[config.mk]
export PLATFORM = sky130hd
export DESIGN_NAME = store_buffer
export DESIGN_NICKNAME = d
export VERILOG_FILES = /design/src/cache_geom_pkg.sv /design/src/cache_ctrl_pkg.sv /design/src/store_buffer.sv
export SDC_FILE = /design/constraint.sdc
export NUM_CORES = 1
export LEC_CHECK = 0
export ABC_AREA = 1
export BUFFER_PORTS_ARGS = -buffer_cell sky130_fd_sc_hd__buf_2
export CORE_UTILIZATION = 36
export DETAILED_ROUTE_END_ITERATION = 10
export PLACE_DENSITY = 0.74
export SLEW_MARGIN = 20
export SYNTH_ARGS = -nofsm -noshare
export SYNTH_HDL_FRONTEND = slang
export SYNTH_SLANG_ARGS = --single-unit
export TNS_END_PERCENT = 1
[constraint.sdc]
create_clock -name clk -period 0.8 [get_ports clk]
set_clock_uncertainty 0.2 [all_clocks]
set_input_delay 0.04 -clock clk [delete_from_list [all_inputs] [get_ports clk]]
set_output_delay 0.04 -clock clk [all_outputs]
set_load 0.02 [all_outputs]
[src/cache_geom_pkg.sv]
package cache_geom_pkg;

    // physical address and CPU word
    localparam int ADDR_W = 32;
    localparam int WORD_W = 32;

    // line layout, four words per line
    localparam int OFFSET_W   = 4;
    localparam int BANKS      = 4;
    localparam int BANK_SEL_W = 2;
    localparam int STRB_W     = 4;  // byte lanes per word
    localparam int LINE_W     = 128;

endpackage

[src/cache_ctrl_pkg.sv]
package cache_ctrl_pkg;

    typedef enum logic [2:0] {
        IDLE,
        LOOKUP,
        MISS,
        REPLACE,
        REFILL
    } main_state_e;

    typedef enum logic {
        S_EMPTY,
        S_WRITE
    } store_state_e;

    localparam logic [2:0] LINE_XFER_TYPE = 3'b100;  // whole 16-byte line

endpackage

[src/store_buffer.sv]
`timescale 1ns/1ps

module store_buffer #(
    parameter int INDEX_W = 8
) (
    input  logic                                  clk,
    input  logic                                  rst,
    input  logic                                  load,
    input  logic                                  load_way,
    input  logic [INDEX_W-1:0]                    load_index,
    input  logic [cache_geom_pkg::BANK_SEL_W-1:0] load_bank,
    input  logic [cache_geom_pkg::STRB_W-1:0]     load_strb,
    input  logic [cache_geom_pkg::WORD_W-1:0]     load_data,
    input  logic                                  req_valid,
    input  logic [cache_geom_pkg::BANK_SEL_W-1:0] req_bank,
    output logic                                  conflict,
    output logic [1:0]                            st_we_way,
    output logic [cache_geom_pkg::BANK_SEL_W-1:0] st_bank,
    output logic [INDEX_W-1:0]                    st_index,
    output logic [cache_geom_pkg::STRB_W-1:0]     st_strb,
    output logic [cache_geom_pkg::WORD_W-1:0]     st_data
);

    cache_ctrl_pkg::store_state_e state_q;
    logic                         way_q;

    always_ff @(posedge clk)
    begin
        if (rst)
            state_q <= cache_ctrl_pkg::S_EMPTY;
        else
            state_q <= load ? cache_ctrl_pkg::S_WRITE : cache_ctrl_pkg::S_EMPTY;
    end

    always_ff @(posedge clk)
    begin
        if (load)
        begin
            way_q    <= load_way;
            st_index <= load_index;
            st_bank  <= load_bank;
            st_strb  <= load_strb;
            st_data  <= load_data;
        end
    end

    assign st_we_way[0] = state_q == cache_ctrl_pkg::S_WRITE && !way_q;
    assign st_we_way[1] = state_q == cache_ctrl_pkg::S_WRITE && way_q;

    // new lookup would read the bank being written
    assign conflict = state_q == cache_ctrl_pkg::S_WRITE && req_valid && req_bank == st_bank;

    // controller passes through idle between two lookups
    assert property (@(posedge clk) disable iff (rst) load |-> state_q == cache_ctrl_pkg::S_EMPTY);

endmodule

==> results.sh <==
export IMPL_min_to="st_data[8]"
export IMPL_hpwl_microns=2223
export IMPL_synth_fp_nets=118
export IMPL_grtUsageTotal_pct=13.64
export IMPL_outcome="complete, but fails checks"
export IMPL_cp_data_arrival_time_ns=1.10
export IMPL_finalHoldViolations=48
export IMPL_setup_tns_ns=-13.29
export IMPL_die_area_sq_mm=0.004422
export IMPL_ys_types=6
export IMPL_final_area_sq_mm=0.002255
export IMPL_multiInputGateArea_sq_um=57.56
export IMPL_ir_drop_mv=1.661
export IMPL_ios=102
export IMPL_synth_top_family_by_area="simple AND/OR/NAND/NOR gates"
export IMPL_min_from="load_data[8]"
export IMPL_cts_clk_slew_worst_paths_ns=0.09
export IMPL_maxSlewHeadroom_pct=90.97
export IMPL_ys_ff_latch=48
export IMPL_synthSimpleGateAreaFrac_pct=2.673
export IMPL_finalSetupViolations=49
export IMPL_fin_crit_sh_pct=167.4
export IMPL_drive_gt1_share_pct=64.41
export IMPL_fillerInstances=319
export IMPL_holdCritPathClass="in2reg"
export IMPL_start_util_pct=37.44
export IMPL_yosys_warnings=0
export IMPL_postCtsHoldBufs=1
export IMPL_htreeDepth=2
export IMPL_grt_pass1_wl_microns=4222
export IMPL_end_kind="output pin"
export IMPL_synthMuxAreaShare_pct=0
export IMPL_synth_area_sq_mm=0.001498
export IMPL_place_gp_congestion=0.6661
export IMPL_grt_overflow_total=0
export IMPL_worst_slack_ns=-0.5394
export IMPL_post_drt_wl_per_cell_microns=12.86
export IMPL_seq_area_frac_synth_pct=95.57
export IMPL_criticalPathCategory="reg2out"
export IMPL_synth_top_area_share_pct=94.24
export IMPL_critical_path_required_ns=0.56
export IMPL_holdPathStages=1
export IMPL_grt_pass1_vias=954
export IMPL_drv_cap=0
export IMPL_fmax_ghz=0.7466
export IMPL_leakage_uw=0.001011
export IMPL_wirelength_microns=2919
export IMPL_violations="negative hold slack, negative setup slack"
export IMPL_synthAdderAreaFrac_pct=0
export IMPL_critPathMaxFanout=3
export IMPL_holdWs_ns=-0.2812
export IMPL_die_h_microns=66.50
export IMPL_vias=946
export IMPL_antennaDiodeCount=0
export IMPL_fin_util_pct=56.37
export IMPL_rows=23
export IMPL_fin_crit_ns=1.339
export IMPL_synth_area_top_cells="edfxtp_1 (94%), inv_1 (1.8%), dfxtp_1 (1.3%)"
export IMPL_rsz0062_at_grt="true"
export IMPL_seqCellArea_sq_mm=0.001433
export IMPL_cts_sinks=48
export IMPL_grt_max_degree=26
export IMPL_drtAntennaViolNets=0
export IMPL_clock_path_buffers=2
export IMPL_yosysTopAreaCell="edfxtp_1"
export IMPL_syn_mean_instance_area_sq_um=23.04
export IMPL_first_iter_violations=37
export IMPL_maxSlewViolCount=0
export IMPL_fp_dieW_microns=66.50
export IMPL_syn_to_final_growth_pct=50.54
export IMPL_syn_inst=65
export IMPL_antenna_found_initial=0
export IMPL_cts_tree="built"
export IMPL_core_area_sq_mm=0.004000
export IMPL_viasPerCell=4.167
export IMPL_cts_root_buf="clkbuf_8"
export IMPL_max_slew_worst_pin_slew_ns=0.1354
export IMPL_placed_area_sq_mm=0.002118
export IMPL_pwr_density_cell_mw_per_mm2=2383
export IMPL_synth_xor_area_share_pct=0
export IMPL_drtPass1Iterations=2
export IMPL_synth_compound_area_share_pct=0
export IMPL_io_buffers=101
export IMPL_fin_nets=229
export IMPL_numCtsBuffers=5
export IMPL_drc=0
export IMPL_critPathLaunchType="register"
how the worst max path moves through the flow:
stage               start       end  slack [ns]  cells past startpoint
2_1_floorplan  st_bank[0]  conflict       -0.28                      3
3_3_place_gp   st_bank[0]  conflict       -0.22                      4
3_5_place_dp   st_bank[0]  conflict       -0.25                      4
4_1_cts        st_bank[1]  conflict       -0.56                      4
5_1_grt        st_bank[0]  conflict       -0.62                      4
6_report       st_bank[0]  conflict       -0.54                      4
sequential cells by signal, summed over array words and instances (netlist names):
register,cells
st_bank,2
st_strb,4
state_q,1
way_q,1
st_data,32
st_index,8
area by class of cell:
class / count / share of cell area, %
repair buffers: 104 / 25.03
inverters: 7 / 1.165
well taps: 50 / 2.775
multi-input cells: 10 / 2.553
clock buffers: 5 / 3.052
clock inverters: 3 / 1.887
flip-flops and latches: 48 / 63.54
synthesized netlist by cell type:
master    number
edfxtp_1      47
nand3_1        2
dfxtp_1        1
inv_1          7
nor2_1         3
nand2_1        5
cell usage in the layout (no fill, tap or decap), drive strengths merged:
cell / synthesis / layout
dlygate4sd3: 0 / 1
nand2: 5 / 5
clkinv: 0 / 2
nand3: 2 / 2
nor2: 3 / 3
buf: 0 / 103
inv: 7 / 7
clkbuf: 0 / 5
bufinv: 0 / 1
edfxtp: 47 / 47
dfxtp: 1 / 1
what timing repair did:
action,CTS,global route
gates resized for setup,5,0
pin swaps,3,3
endpoints found under the setup margin,49,49
setup buffers,0,0
hold endpoints to repair,48,48
worst max-delay path: stages, from the launching register on:
cell      delay (ns)
edfxtp_1        0.41
nand2_1         0.09
nand3_2         0.08
nor2_4          0.11
buf_6           0.11
power breakdown:
part | switching [uW] | internal, uW | total [uW]
registers | 49.3 | 2970 | 3020
logic | 416 | 249 | 665
clock network | 759 | 925 | 1680
total | 1220 | 4150 | 5370
routing by layer:
layer	vias to the layer above	wire [microns]	GRT usage (%)
met5	-	0	0
met4	0	11	3.989
met3	2	367	8.904
met2	70	1409	22.07
met1	414	1131	14.53
li1	460	-	-
logic make-up after synthesis:
kind of cell / count (synthesis)
DFF: 48
buffers and inverters: 7
and+or+nand+nor: 10
through the flow:
| step | total power [uW] | worst slack, ns | hold slack (ns) | cells |
|---|---|---|---|---|
| floorplan | 3375 | -0.2780 | -0.08882 | 65 |
| global placement | 3727 | -0.2185 | 0.003057 | 218 |
| detailed placement | 3749 | -0.2506 | 0.006656 | 218 |
| CTS | 5449 | -0.5570 | -0.2945 | 227 |
| global route | 5584 | -0.6207 | -0.3022 | 227 |
| finish | 5373 | -0.5394 | -0.2812 | 227 |
No activity file was read; power rests on OpenSTA's default activity.
