[config.mk]
export PLATFORM = sky130hd
export DESIGN_NAME = cache_ctrl
export DESIGN_NICKNAME = d
export VERILOG_FILES = /design/src/cache_geom_pkg.sv /design/src/cache_ctrl_pkg.sv /design/src/cache_ctrl.sv
export SDC_FILE = /design/constraint.sdc
export NUM_CORES = 1
export LEC_CHECK = 0
export BUFFER_PORTS_ARGS = -buffer_cell sky130_fd_sc_hd__buf_2
export CAP_MARGIN = 20
export CORE_AREA = 3 3 295 297
export CTS_BUF_LIST = sky130_fd_sc_hd__clkbuf_16
export DETAILED_ROUTE_END_ITERATION = 7
export DIE_AREA = 0 0 298 300
export SETUP_SLACK_MARGIN = 0.02
export SLEW_MARGIN = 30
export SYNTH_ARGS = -nofsm -noshare
export SYNTH_HDL_FRONTEND = slang
export SYNTH_SLANG_ARGS = --single-unit
[constraint.sdc]
create_clock -name clk -period 7.75 [get_ports clk]
set_clock_uncertainty 0.1 [all_clocks]
set_input_delay 0.775 -clock clk [delete_from_list [all_inputs] [get_ports clk]]
set_output_delay 0.775 -clock clk [all_outputs]
set_load 0.005 [all_outputs]
[src/cache_geom_pkg.sv]
package cache_geom_pkg;

    // physical address and CPU word
    localparam int ADDR_W = 32;
    localparam int WORD_W = 32;

    // line layout, four words per line
    localparam int OFFSET_W   = 4;
    localparam int BANKS      = 4;
    localparam int BANK_SEL_W = 2;
    localparam int STRB_W     = 4;  // byte lanes per word
    localparam int LINE_W     = 128;

endpackage

[src/cache_ctrl_pkg.sv]
package cache_ctrl_pkg;

    typedef enum logic [2:0] {
        IDLE,
        LOOKUP,
        MISS,
        REPLACE,
        REFILL
    } main_state_e;

    typedef enum logic {
        S_EMPTY,
        S_WRITE
    } store_state_e;

    localparam logic [2:0] LINE_XFER_TYPE = 3'b100;  // whole 16-byte line

endpackage

[src/cache_ctrl.sv]
`timescale 1ns/1ps

module cache_ctrl #(
    parameter int         INDEX_W   = 8,
    parameter logic [2:0] LFSR_SEED = 3'b111
) (
    input  logic                                  clk,
    input  logic                                  rst,
    input  logic                                  valid,
    input  logic                                  op,
    input  logic [INDEX_W-1:0]                    index,
    input  logic [cache_geom_pkg::ADDR_W-INDEX_W-cache_geom_pkg::OFFSET_W-1:0] tag,
    input  logic [cache_geom_pkg::OFFSET_W-1:0]   offset,
    input  logic [cache_geom_pkg::STRB_W-1:0]     wstrb,
    input  logic [cache_geom_pkg::WORD_W-1:0]     wdata,
    output logic                                  addr_ok,
    output logic                                  data_ok,
    output logic [cache_geom_pkg::WORD_W-1:0]     rdata,
    output logic                                  rd_req,
    output logic [2:0]                            rd_type,
    output logic [cache_geom_pkg::ADDR_W-1:0]     rd_addr,
    input  logic                                  rd_rdy,
    input  logic                                  ret_valid,
    input  logic                                  ret_last,
    input  logic [cache_geom_pkg::WORD_W-1:0]     ret_data,
    input  logic                                  wr_rdy,
    output logic                                  wr_req,
    output logic [2:0]                            wr_type,
    output logic [cache_geom_pkg::ADDR_W-1:0]     wr_addr,
    output logic [cache_geom_pkg::STRB_W-1:0]     wr_wstrb,
    output logic [cache_geom_pkg::LINE_W-1:0]     wr_data,
    input  logic [1:0]                            way_hit,
    input  logic [1:0]                            way_valid,
    input  logic [1:0]                            way_dirty,
    input  logic [1:0][cache_geom_pkg::ADDR_W-INDEX_W-cache_geom_pkg::OFFSET_W-1:0] way_tag,
    input  logic [1:0][cache_geom_pkg::LINE_W-1:0] way_line,
    output logic                                  use_lookup,
    output logic [INDEX_W-1:0]                    req_index,
    output logic [cache_geom_pkg::ADDR_W-INDEX_W-cache_geom_pkg::OFFSET_W-1:0] req_tag,
    output logic [1:0]                            tag_we,
    output logic [1:0]                            dirty_we,
    output logic                                  dirty_val,
    output logic [1:0]                            fill_we,
    output logic [cache_geom_pkg::BANK_SEL_W-1:0] fill_bank,
    output logic [cache_geom_pkg::WORD_W-1:0]     fill_data,
    output logic                                  load,
    output logic                                  load_way,
    output logic [cache_geom_pkg::BANK_SEL_W-1:0] load_bank,
    output logic [cache_geom_pkg::STRB_W-1:0]     load_strb,
    output logic [cache_geom_pkg::WORD_W-1:0]     load_data,
    input  logic                                  conflict
);

    cache_ctrl_pkg::main_state_e state_q, state_d;

    logic                                  op_q;
    logic [cache_geom_pkg::OFFSET_W-1:0]   offset_q;
    logic [cache_geom_pkg::BANK_SEL_W-1:0] req_bank;
    logic [cache_geom_pkg::BANK_SEL_W-1:0] ret_count;
    logic [2:0]                            lfsr;
    logic                                  accept;
    logic                                  hit;
    logic                                  hit_way;
    logic                                  victim_way;
    logic                                  refill_beat;
    logic                                  refill_done;
    logic [cache_geom_pkg::WORD_W-1:0]     merged;

    assign accept      = valid && addr_ok;
    assign hit         = |way_hit;
    assign hit_way     = way_hit[1];
    assign victim_way  = lfsr[0];
    assign req_bank    = offset_q[cache_geom_pkg::OFFSET_W-1 -: cache_geom_pkg::BANK_SEL_W];
    assign refill_beat = state_q == cache_ctrl_pkg::REFILL && ret_valid;
    assign refill_done = refill_beat && ret_last;

    always_comb
    begin
        state_d = state_q;
        case (state_q)
            cache_ctrl_pkg::IDLE:    if (accept) state_d = cache_ctrl_pkg::LOOKUP;
            cache_ctrl_pkg::LOOKUP:  state_d = hit ? cache_ctrl_pkg::IDLE : cache_ctrl_pkg::MISS;
            cache_ctrl_pkg::MISS:    if (wr_rdy) state_d = cache_ctrl_pkg::REPLACE;
            cache_ctrl_pkg::REPLACE: if (rd_req && rd_rdy) state_d = cache_ctrl_pkg::REFILL;
            cache_ctrl_pkg::REFILL:  if (refill_done) state_d = cache_ctrl_pkg::IDLE;
            default:                 state_d = cache_ctrl_pkg::IDLE;
        endcase
    end

    always_ff @(posedge clk)
    begin
        if (rst)
        begin
            state_q   <= cache_ctrl_pkg::IDLE;
            ret_count <= '0;
            lfsr      <= LFSR_SEED;
            wr_req    <= 1'b0;
        end
        else
        begin
            state_q <= state_d;
            if (refill_beat)
                ret_count <= ret_count + 1'b1;  // wraps after beat 3
            if (refill_done)
                lfsr <= {lfsr[1], lfsr[0] ^ lfsr[2], lfsr[2]};
            // one-cycle pulse entering replace, dirty victim only
            wr_req <= state_q == cache_ctrl_pkg::MISS && wr_rdy
                   && way_valid[victim_way] && way_dirty[victim_way];
        end
    end

    // request buffer
    always_ff @(posedge clk)
    begin
        if (accept)
        begin
            op_q      <= op;
            req_index <= index;
            req_tag   <= tag;
            offset_q  <= offset;
            load_strb <= wstrb;
            load_data <= wdata;
        end
    end

    // store bytes replace the matching refill beat
    always_comb
    begin
        merged = ret_data;
        if (op_q && ret_count == req_bank)
        begin
            for (int i = 0; i < cache_geom_pkg::STRB_W; i++)
            begin
                if (load_strb[i])
                    merged[i*8 +: 8] = load_data[i*8 +: 8];
            end
        end
    end

    assign addr_ok = state_q == cache_ctrl_pkg::IDLE && !conflict;
    assign data_ok = (state_q == cache_ctrl_pkg::LOOKUP && hit)
                  || (refill_beat && ret_count == req_bank);
    assign rdata   = state_q == cache_ctrl_pkg::LOOKUP
                   ? way_line[hit_way][req_bank*cache_geom_pkg::WORD_W +: cache_geom_pkg::WORD_W]
                   : merged;

    // read waits out the eviction pulse
    assign rd_req   = state_q == cache_ctrl_pkg::REPLACE && !wr_req;
    assign rd_type  = cache_ctrl_pkg::LINE_XFER_TYPE;
    assign rd_addr  = {req_tag, req_index, {cache_geom_pkg::OFFSET_W{1'b0}}};
    assign wr_type  = cache_ctrl_pkg::LINE_XFER_TYPE;
    assign wr_addr  = {way_tag[victim_way], req_index, {cache_geom_pkg::OFFSET_W{1'b0}}};
    assign wr_wstrb = '1;
    assign wr_data  = way_line[victim_way];

    assign use_lookup = accept;
    assign dirty_val  = op_q;  // write hit sets, refill end takes the request op
    assign fill_bank  = ret_count;
    assign fill_data  = merged;

    assign load      = state_q == cache_ctrl_pkg::LOOKUP && hit && op_q;
    assign load_way  = hit_way;
    assign load_bank = req_bank;

    for (genvar w = 0; w < 2; w++)
    begin : g_way_ctl
        assign tag_we[w]   = refill_done && victim_way == w[0];
        assign fill_we[w]  = refill_beat && victim_way == w[0];
        assign dirty_we[w] = tag_we[w] || (load && hit_way == w[0]);
    end

    assert property (@(posedge clk) disable iff (rst) wr_req |-> state_q == cache_ctrl_pkg::REPLACE);
    // read request held until granted
    assert property (@(posedge clk) disable iff (rst) rd_req && !rd_rdy |=> rd_req);

endmodule

==> results.ini, run 1 <==
[worst_setup_path]
r2r-start = state_q[0]$_SDFFE_PP0P_
required_ns = 6.88
worst-setup-path-type = primary input to primary output
crit_fanout = 42
reg2reg_depth = 3
critPathLaunchType = primary input
reg2reg_to = load_data[0]$_DFFE_PP_
r2r_slack_ns = 5.35
critical_path_arrival_ns = 3.29
cp-end-kind = primary output

[power]
combPwrFrac = 0.364
net-switching-power_uw = 485
pwr-share-seq = 0.337
clkPwrFrac = 0.299
ir_worst_vdd_v = 0.000113
power.density_mw_per_mm2 = 114
intPower_uw = 955
power_leakage_uw = 0.00547
p_sw_frac = 0.337

[flow_run]
max_cap_violations = 0

[layout]
drive_above_1_share = 0.782
num-fill-cells = 9707
nets = 1702
syn_to_final_growth_pct = 64.0

[sta]
period_needed_ns = 4.16
tns_ns = 0
rsz0062_at_grt = false
drv_slew = 0
finalHoldViolCount = 0
slew_headroom = 0.351
tightest_slew_ns = 0.974
setup_ws_ns = 3.59
max_freq_ghz = 0.240
fin_crit_sh = 0.537
setup_viol = 0

[placed_design]
place_ws_ns = 3.32
io_buffers = 738
place_congestion = 0.923
dp_hpwl_mm = 63.2

[min_path]
hold_path.class = register to register
hold-path-endpoint = lfsr[1]$_SDFFE_PP1N_
hold_path_depth = 1
min-delay-start = lfsr[1]$_SDFFE_PP1N_

[clock_network]
tritoncts = yes
cts_resized = 0
cts-root-buf = clkbuf_16
clkTransAtPathRegs_ns = 0.06
clock-sinks = 76
hold_buffers = 0
cts_setup_buffers = 0
clockBufferDepth = 2
cts_buffers = 9
cts_max_level = 3
clk_latency_ns = 0.36

[route]
final_antenna_net_count = 0
finalWirelength_mm = 69.8
viasPerCell = 3.69
wl_per_cell_um = 28.4
drc = 0
first_iter_violations = 631
dr.pass1.iters = 5
via_count = 9056

[global_route]
gr-total-overflow = 0
antenna_found_initial = 38
track_usage = 0.149
first_global_vias = 8987
grt_max_degree = 122
grt_pass1_wl_mm = 88.3

[floorplan]
io_pins = 759
die_h_um = 300
die_w_um = 298
initial_core_util = 0.0908
die_area_sq_mm = 0.0894
rows = 107
core-area_sq_mm = 0.0849

[synthesis]
seq_area_frac_synth = 0.284
ys_ff_latch = 76
synth_cells = 634
avgSynthCellArea_sq_um = 12.2
synth_edf_count = 67
synth_top_cell_by_area = edfxtp_1
yosys-top-cells-area = edfxtp_1 (26%), mux2_2 (22%), mux4_2 (17%)
synth.most_common_cell = mux2_2
synth_cell_types = 49
ys.flop_type = edfxtp_1
synth_commonest_cells = mux2_2 (148), edfxtp_1 (67), mux4_2 (58), buf_4 (57), nand2_1 (40)
ys_async_sr_fraction = 0
synthesis.area_sq_mm = 0.00771
yosysWarnings = 0
synthDominantCellAreaShare = 0.261

[status]
outcome = complete, no violations

==> layout make-up <==
| class | instances | area, sq um | share of cell area |
|---|---|---|---|
| flip-flops and latches | 76 | 2200 | 0.174 |
| repair buffers | 750 | 3840 | 0.304 |
| diodes | 13 | 32.5 | 0.00257 |
| clock buffers | 9 | 225 | 0.0178 |
| inverters | 3 | 11.3 | 0.000891 |
| clock inverters | 7 | 66.3 | 0.00525 |
| well taps | 1144 | 1430 | 0.113 |
| multi-input cells | 451 | 4830 | 0.383 |
==> worst max-delay path: stages <==
cell	delay [ns]
buf_4	0.58
buf_4	0.58
mux4_2	0.58
o22ai_2	0.46
a31oi_1	0.11
buf_2	0.16
==> sequential cells by signal, indices dropped and copies added (netlist names) <==
name	count
lfsr	3
wr_req	1
offset_q	2
state_q	3
load_strb	4
req_index	8
fill_bank	2
req_tag	20
dirty_val	1
load_data	32
==> cells by family after synthesis <==
| group | Yosys count | share of synthesized area |
|---|---|---|
| and+or+nand+nor | 105 | 0.0757 |
| buffers and inverters | 123 | 0.105 |
| AOI/OAI and AO/OA | 111 | 0.122 |
| DFF | 76 | 0.284 |
| muxes | 212 | 0.406 |
| xor gates and xnor gates | 5 | 0.00568 |
| other | 2 | 0.000975 |
==> power by group through the flow <==
stage | clock (uW) | combinational [uW] | sequential, uW
2_1_floorplan | 0 | 211 | 486
3_3_place_gp | 0 | 530 | 494
3_5_place_dp | 0 | 535 | 494
4_1_cts | 451 | 537 | 486
5_1_grt | 461 | 564 | 487
6_report | 431 | 524 | 485
==> layout by cell type (no fill, tap or decap), drive strengths merged, types with 2 or more instances in the layout <==
cell,n
and2,6
nor2,5
nand3,2
diode,13
nand4bb,2
clkbuf,9
o31ai,32
nand4,32
buf,750
xor2,3
inv,4
a21o,2
nand2,40
xnor2,2
a21oi,4
o22ai,32
mux4,64
and3,4
edfxtp,67
dfxtp,9
mux2,148
clkinv,5
nand3b,3
conb,18
a211o,3
a31oi,32
or3b,2
==> per-stage QoR <==
step           power, uW   util  cell area, sq um  instances  hold slack (ns)
3_5_place_dp        1030  0.145             12300       2423            0.350
6_report            1440  0.149             12600       2453            0.364
5_1_grt             1510  0.149             12600       2447            0.399
4_1_cts             1470  0.148             12600       2439            0.365
3_3_place_gp        1020  0.145             12300       2422            0.336
2_1_floorplan        697      -              7770        650            0.327
==> how the worst max path moves through the flow <==
stage / startpoint / to / slack [ns] / cells past startpoint
floorplan: conflict / use_lookup / 4.14 / 2
global placement: way_hit[1] / rdata[15] / 3.34 / 6
detailed placement: way_hit[1] / rdata[15] / 3.32 / 6
CTS: way_hit[1] / rdata[15] / 3.32 / 6
global route: way_hit[1] / rdata[15] / 3.21 / 6
finish: way_hit[1] / rdata[15] / 3.59 / 6
==> layer usage <==
layer	wire length [um]	GRT usage	vias up
met3	4390	0.0287	110
met5	64	0	-
met2	32600	0.251	627
li1	-	-	3843
met1	29800	0.189	4466
met4	2920	0.0533	10
Note: power is estimated with default switching activity, not from simulation.
==> inputs of run 2 (changes only) <==
Settings changed: CORE_AREA 3 3 295 297 to 3 3 293 295, DIE_AREA 0 0 298 300 to 0 0 296 298.
Clock period 7.75 ns to 3.7 ns, I/O delays scaled along.
==> run 2 against run 1 <==
- combinational power is 110% higher
- via count increased by 0.49%
- sequential share of layout area decreased by 0.055 points
- count of clock-buffer cells in the layout rose by 3
- critical path depth shrank 2
- largest power group unchanged
==> results.ini, run 2 (synthesized netlist as in run 1, its figures left out) <==
[status]
outcome = complete, no violations

[sta]
finalHoldViolCount = 0
slew_headroom = 0.402
rsz0062_at_grt = false
tightest_slew_ns = 0.897
tns_ns = 0
fin_crit_sh = 0.856
setup_viol = 0
setup_ws_ns = 0.533
period_needed_ns = 3.17
drv_slew = 0
max_freq_ghz = 0.316

[clock_network]
tritoncts = yes
clkTransAtPathRegs_ns = 0.07
cts-root-buf = clkbuf_16
cts_max_level = 3
cts_resized = 0
cts_buffers = 9
cts_setup_buffers = 0
clockBufferDepth = 2
hold_buffers = 0
clk_latency_ns = 0.36
clock-sinks = 76

[power]
net-switching-power_uw = 1020
power.density_mw_per_mm2 = 243
intPower_uw = 2050
clkPwrFrac = 0.317
power_leakage_uw = 0.00555
combPwrFrac = 0.352
ir_worst_vdd_v = 0.000172
p_sw_frac = 0.332
pwr-share-seq = 0.330

[layout]
final_common_cell = buf_2
final_cell_mix = buf_2 (737), mux2_2 (148), edfxtp_1 (67)
fin_util = 0.152
multiInputGateArea_sq_mm = 0.00484
finalNonFillerCells = 2404
top_register = load_data
top_regs = load_data x32, req_tag x20, req_index x8
num-fill-cells = 9459
syn_to_final_growth_pct = 64.5
largest_reg_flops = 32
nets = 1716
drive_above_1_share = 0.783
fin_area_sq_mm = 0.0127
final-seq-area_sq_mm = 0.00220

[worst_setup_path]
critical_path_arrival_ns = 2.70
critPathLaunchType = register
required_ns = 3.23
r2r_slack_ns = 1.24
worst-setup-path-type = register to primary output
crit_fanout = 32
cp-end-kind = primary output

[global_route]
top_usage_layer = met2
met1_usage = 0.172
antenna_found_initial = 31
gr-total-overflow = 0
grtUsageMet2 = 0.240
grt_max_degree = 65
first_global_vias = 9036
track_usage = 0.140
use_met3 = 0.0297
grt_pass1_wl_mm = 82.1

[floorplan]
rows = 106
core-area_sq_mm = 0.0834
initial_core_util = 0.0924
io_pins = 759
die_h_um = 298
die_w_um = 296
die_area_sq_mm = 0.0882

[route]
via_count = 9100
finalWirelength_mm = 65.8
final_antenna_net_count = 0
drc = 0
first_iter_violations = 552
dr.pass1.iters = 8
viasPerCell = 3.79
wl_per_cell_um = 27.4

[placed_design]
placed_area_sq_mm = 0.0123
dp_cells = 2374
place_congestion = 0.943
dp_hpwl_mm = 58.5
place_ws_ns = 0.925
io_buffers = 738

[flow_run]
max_cap_violations = 0

[min_path]
hold_path.class = primary input to register

run 2: changes by cell type in the layout (fill, tap and decap cells not counted), sizes merged:
cell | previous run | this run
bufinv | 1 | 0
diode | 13 | 14
clkbuf | 9 | 12
buf | 750 | 764
clkinv | 5 | 3
run 2: layout make-up:
type	count	share of cell area
Inverter	3	0.000888
Tap cell	1080	0.107
Clock buffer	12	0.0237
Antenna cell	14	0.00276
Multi-Input combinational cell	451	0.382
Clock inverter	4	0.00128
Sequential cell	76	0.173
Timing Repair Buffer	764	0.310
run 2: worst paths after layout:
check,startpoint,end,cells past startpoint
min,wdata[22],load_data[22]$_DFFE_PP_,1
min reg2reg,lfsr[1]$_SDFFE_PP1N_,lfsr[1]$_SDFFE_PP1N_,1
max,offset_q[3]$_DFFE_PP_,rdata[12],4
max reg2reg,state_q[0]$_SDFFE_PP0P_,load_data[12]$_DFFE_PP_,3
run 2: per-stage QoR:
| step | hold slack [ns] | power [uW] |
|---|---|---|
| after floorplan | 0.327 | 1460 |
| after global placement | 0.342 | 2120 |
| after detailed placement | 0.345 | 2120 |
| after CTS | 0.0204 | 3160 |
| after global routing | 0.0439 | 3230 |
| final | 0.0767 | 3080 |
run 2: routing by layer:
metal | routed length, um | vias up
met5 | 55 | -
met4 | 2470 | 8
li1 | - | 3866
met2 | 31200 | 654
met3 | 4620 | 104
met1 | 27500 | 4468
run 2: worst max-delay path: stages (launching register included):
cell	delay [ns]
edfxtp_1	0.56
or4b_4	0.83
o22ai_2	0.49
a31oi_1	0.15
buf_2	0.19
run 2: power groups by stage:
| stage | registers (uW) | logic, uW | clock network, uW |
|---|---|---|---|
| CTS | 1020 | 1090 | 1050 |
| detailed placement | 1040 | 1090 | 0 |
| global route | 1020 | 1150 | 1060 |
| global placement | 1040 | 1080 | 0 |
| floorplan | 1020 | 443 | 0 |
| finish | 1020 | 1080 | 976 |
==> inputs of run 3 (changes only) <==
Settings changed: ABC_AREA set to 1, CORE_AREA 3 3 293 295 to 3 3 296 298, DIE_AREA 0 0 296 298 to 0 0 299 301.
==> run 3 against run 2 <==
- combinational power rose by 100%
- register-to-register slack improved by 0.27 ns
- count of clock-buffer cells in the layout fell by 3
- fmax rose by 2.2%
- cell count rose by 27%
- highest routed layer unchanged
- area after synthesis rose by 5.0%
- clock power fell by 4.3%
- sequential power rose by 16%
==> results.ini, run 3 <==
[status]
outcome = complete, no violations

[layout]
drive_above_1_share = 0.432
largest_reg_flops = 32
top_regs = load_data x32, req_tag x20, req_index x8
top_register = load_data
final_common_cell = buf_2
final_cell_mix = buf_2 (737), nand2_1 (361), o21ai_0 (194)
nets = 2314
syn_to_final_growth_pct = 61.0

[sta]
fin_crit_sh = 0.838
setup_ws_ns = 0.601
period_needed_ns = 3.10
tns_ns = 0
hold_ws_ns = 0.0538
max_freq_ghz = 0.323
setup_viol = 0
tightest_slew_ns = 0.894
rsz0062_at_grt = false
slew_headroom = 0.404
drv_slew = 0
finalHoldViolCount = 0

[floorplan]
io_pins = 759
die_h_um = 301
initial_core_util = 0.0951
rows = 107
die_area_sq_mm = 0.0900
core-area_sq_mm = 0.0851
die_w_um = 299

[worst_setup_path]
slowest_delay_ns = 0.47
crit_top_cell = nand3_1
cp-end-kind = primary output
required_ns = 3.23
worst-setup-path-type = register to primary output
crit_fanout = 129
slowest_stage = buf_12
reg2reg_to = load_data[2]$_DFFE_PP_
r2r-start = state_q[2]$_SDFFE_PP0P_
critical_path_arrival_ns = 2.63
critPathBufInv = 2
crit_family = simple AND/OR/NAND/NOR gates
reg2reg_depth = 4
r2r_slack_ns = 1.51
critPathLaunchType = register
worstPathCellList = buf_12, a21oi_1, o21ai_0, nand3_1, nand3_1, nand2_1, buf_2

[route]
via_count = 11500
first_iter_violations = 991
finalWirelength_mm = 61.2
wl_per_cell_um = 20.0
viasPerCell = 3.76
dr.pass1.iters = 5
final_antenna_net_count = 0
drc = 0

[min_path]
hold_path_depth = 1
hold_path.class = primary input to register
min-delay-start = wdata[11]
hold-path-endpoint = load_data[11]$_DFFE_PP_

[global_route]
gr-total-overflow = 0
grt_pass1_wl_mm = 79.8
track_usage = 0.128
antenna_found_initial = 20
first_global_vias = 10500
grt_max_degree = 156

[power]
intPower_uw = 2390
clkPwrFrac = 0.218
pwr-share-seq = 0.275
net-switching-power_uw = 1890
power_leakage_uw = 0.00662
combPwrFrac = 0.507
power_uw = 4280
power.density_mw_per_mm2 = 328
p_sw_frac = 0.442
ir_worst_vdd_v = 0.000231

[synthesis]
avgSynthCellArea_sq_um = 6.40
ys_ff_latch = 76
seq_area_frac_synth = 0.271
ys.flop_type = edfxtp_1
synth_cell_types = 25
yosys-top-cells-area = edfxtp_1 (25%), nand2_1 (17%), o21ai_0 (12%)
synth.most_common_cell = nand2_1
synth_cells = 1265
synth_top_cell_by_area = edfxtp_1
synth_commonest_cells = nand2_1 (361), o21ai_0 (195), inv_1 (146), nand3_1 (106), a21oi_1 (72)
yosysWarnings = 0
synthesis.area_sq_mm = 0.00809
ys_async_sr_fraction = 0
synth_edf_count = 67
synthDominantCellAreaShare = 0.249

[clock_network]
cts_buffers = 9
cts_max_level = 3
clk_latency_ns = 0.37
clock-sinks = 76
hold_buffers = 0
clkTransAtPathRegs_ns = 0.07
cts-root-buf = clkbuf_16
cts_setup_buffers = 0
tritoncts = yes
cts_resized = 0
clockBufferDepth = 2

[placed_design]
place_ws_ns = 0.863
dp_hpwl_mm = 51.7
place_congestion = 0.928
io_buffers = 738

[flow_run]
max_cap_violations = 0

[run 3: cell count changes in the layout (fill, tap and decap cells not counted), moves of 58 or more]
cell and delta:
a21oi_1 +68, inv_1 +138, mux2_2 -148, mux4_2 -58, nand2_1 +321, nand3_1 +104, o211ai_1 +66, o21ai_0 +193
[run 3: layout make-up]
cell class                      count  area (sq um)
Tap cell                         1144          1430
Clock inverter                      6          63.8
Fill cell                        9912         72100
Clock buffer                        9           225
Timing Repair Buffer              764          3970
Sequential cell                    76          2200
Antenna cell                       11          27.5
Inverter                          146           558
Multi-Input combinational cell    906          4560
[run 3: worst max-delay path by stage]
stage                                  from             endpoint  slack (ns)  depth (start not counted)
floorplan           state_q[2]$_SDFFE_PP0P_  dirty_val$_DFFE_PP_        0.74                          3
global placement                 way_hit[1]            rdata[29]        0.88                         10
detailed placement               way_hit[1]            rdata[29]        0.86                         10
CTS                   offset_q[2]$_DFFE_PP_            rdata[27]        0.53                          7
global route          offset_q[2]$_DFFE_PP_            rdata[27]        0.42                          7
finish                offset_q[2]$_DFFE_PP_            rdata[27]        0.60                          7
[run 3: layer usage]
layer,part of all wire,GRT usage
met2,0.45,0.204
met3,0.11,0.0514
met5,0.00056,0
met4,0.039,0.0545
met1,0.40,0.151
[run 3: worst register-to-register path, cell delays in order (launching register included)]
cell and delay (ns):
dfxtp_1 0.38, nor2_1 0.20, nand2_1 0.15, nor3b_4 0.57, buf_12 0.34
[run 3: logic make-up (layout without fill, tap and decap cells)]
| family | Yosys count | count (layout) | synth area share |
|---|---|---|---|
| mux | 32 | 32 | 0.0396 |
| flops | 76 | 76 | 0.271 |
| buf+inv | 299 | 925 | 0.175 |
| compound gates | 367 | 367 | 0.262 |
| simple gates | 486 | 486 | 0.246 |
| xor+xnor | 3 | 3 | 0.00510 |
| other cells | 2 | 29 | 0.000928 |
[run 3: per-stage QoR]
step           cells  cell area (sq um)  utilization
6_report        3062              13000        0.153
5_1_grt         3060              13000        0.153
4_1_cts         3051              13000        0.153
3_5_place_dp    3036              12700        0.149
3_3_place_gp    3036              12700        0.149
2_1_floorplan   1281               8170            -
[run 3: power by group through the flow]
| stage | logic, uW | registers (uW) | clock network (uW) |
|---|---|---|---|
| final | 2170 | 1180 | 934 |
| after global routing | 2390 | 1190 | 1010 |
| after CTS | 2210 | 1180 | 988 |
| after detailed placement | 2210 | 1190 | 0 |
| after global placement | 2200 | 1190 | 0 |
| after floorplan | 999 | 1160 | 0 |
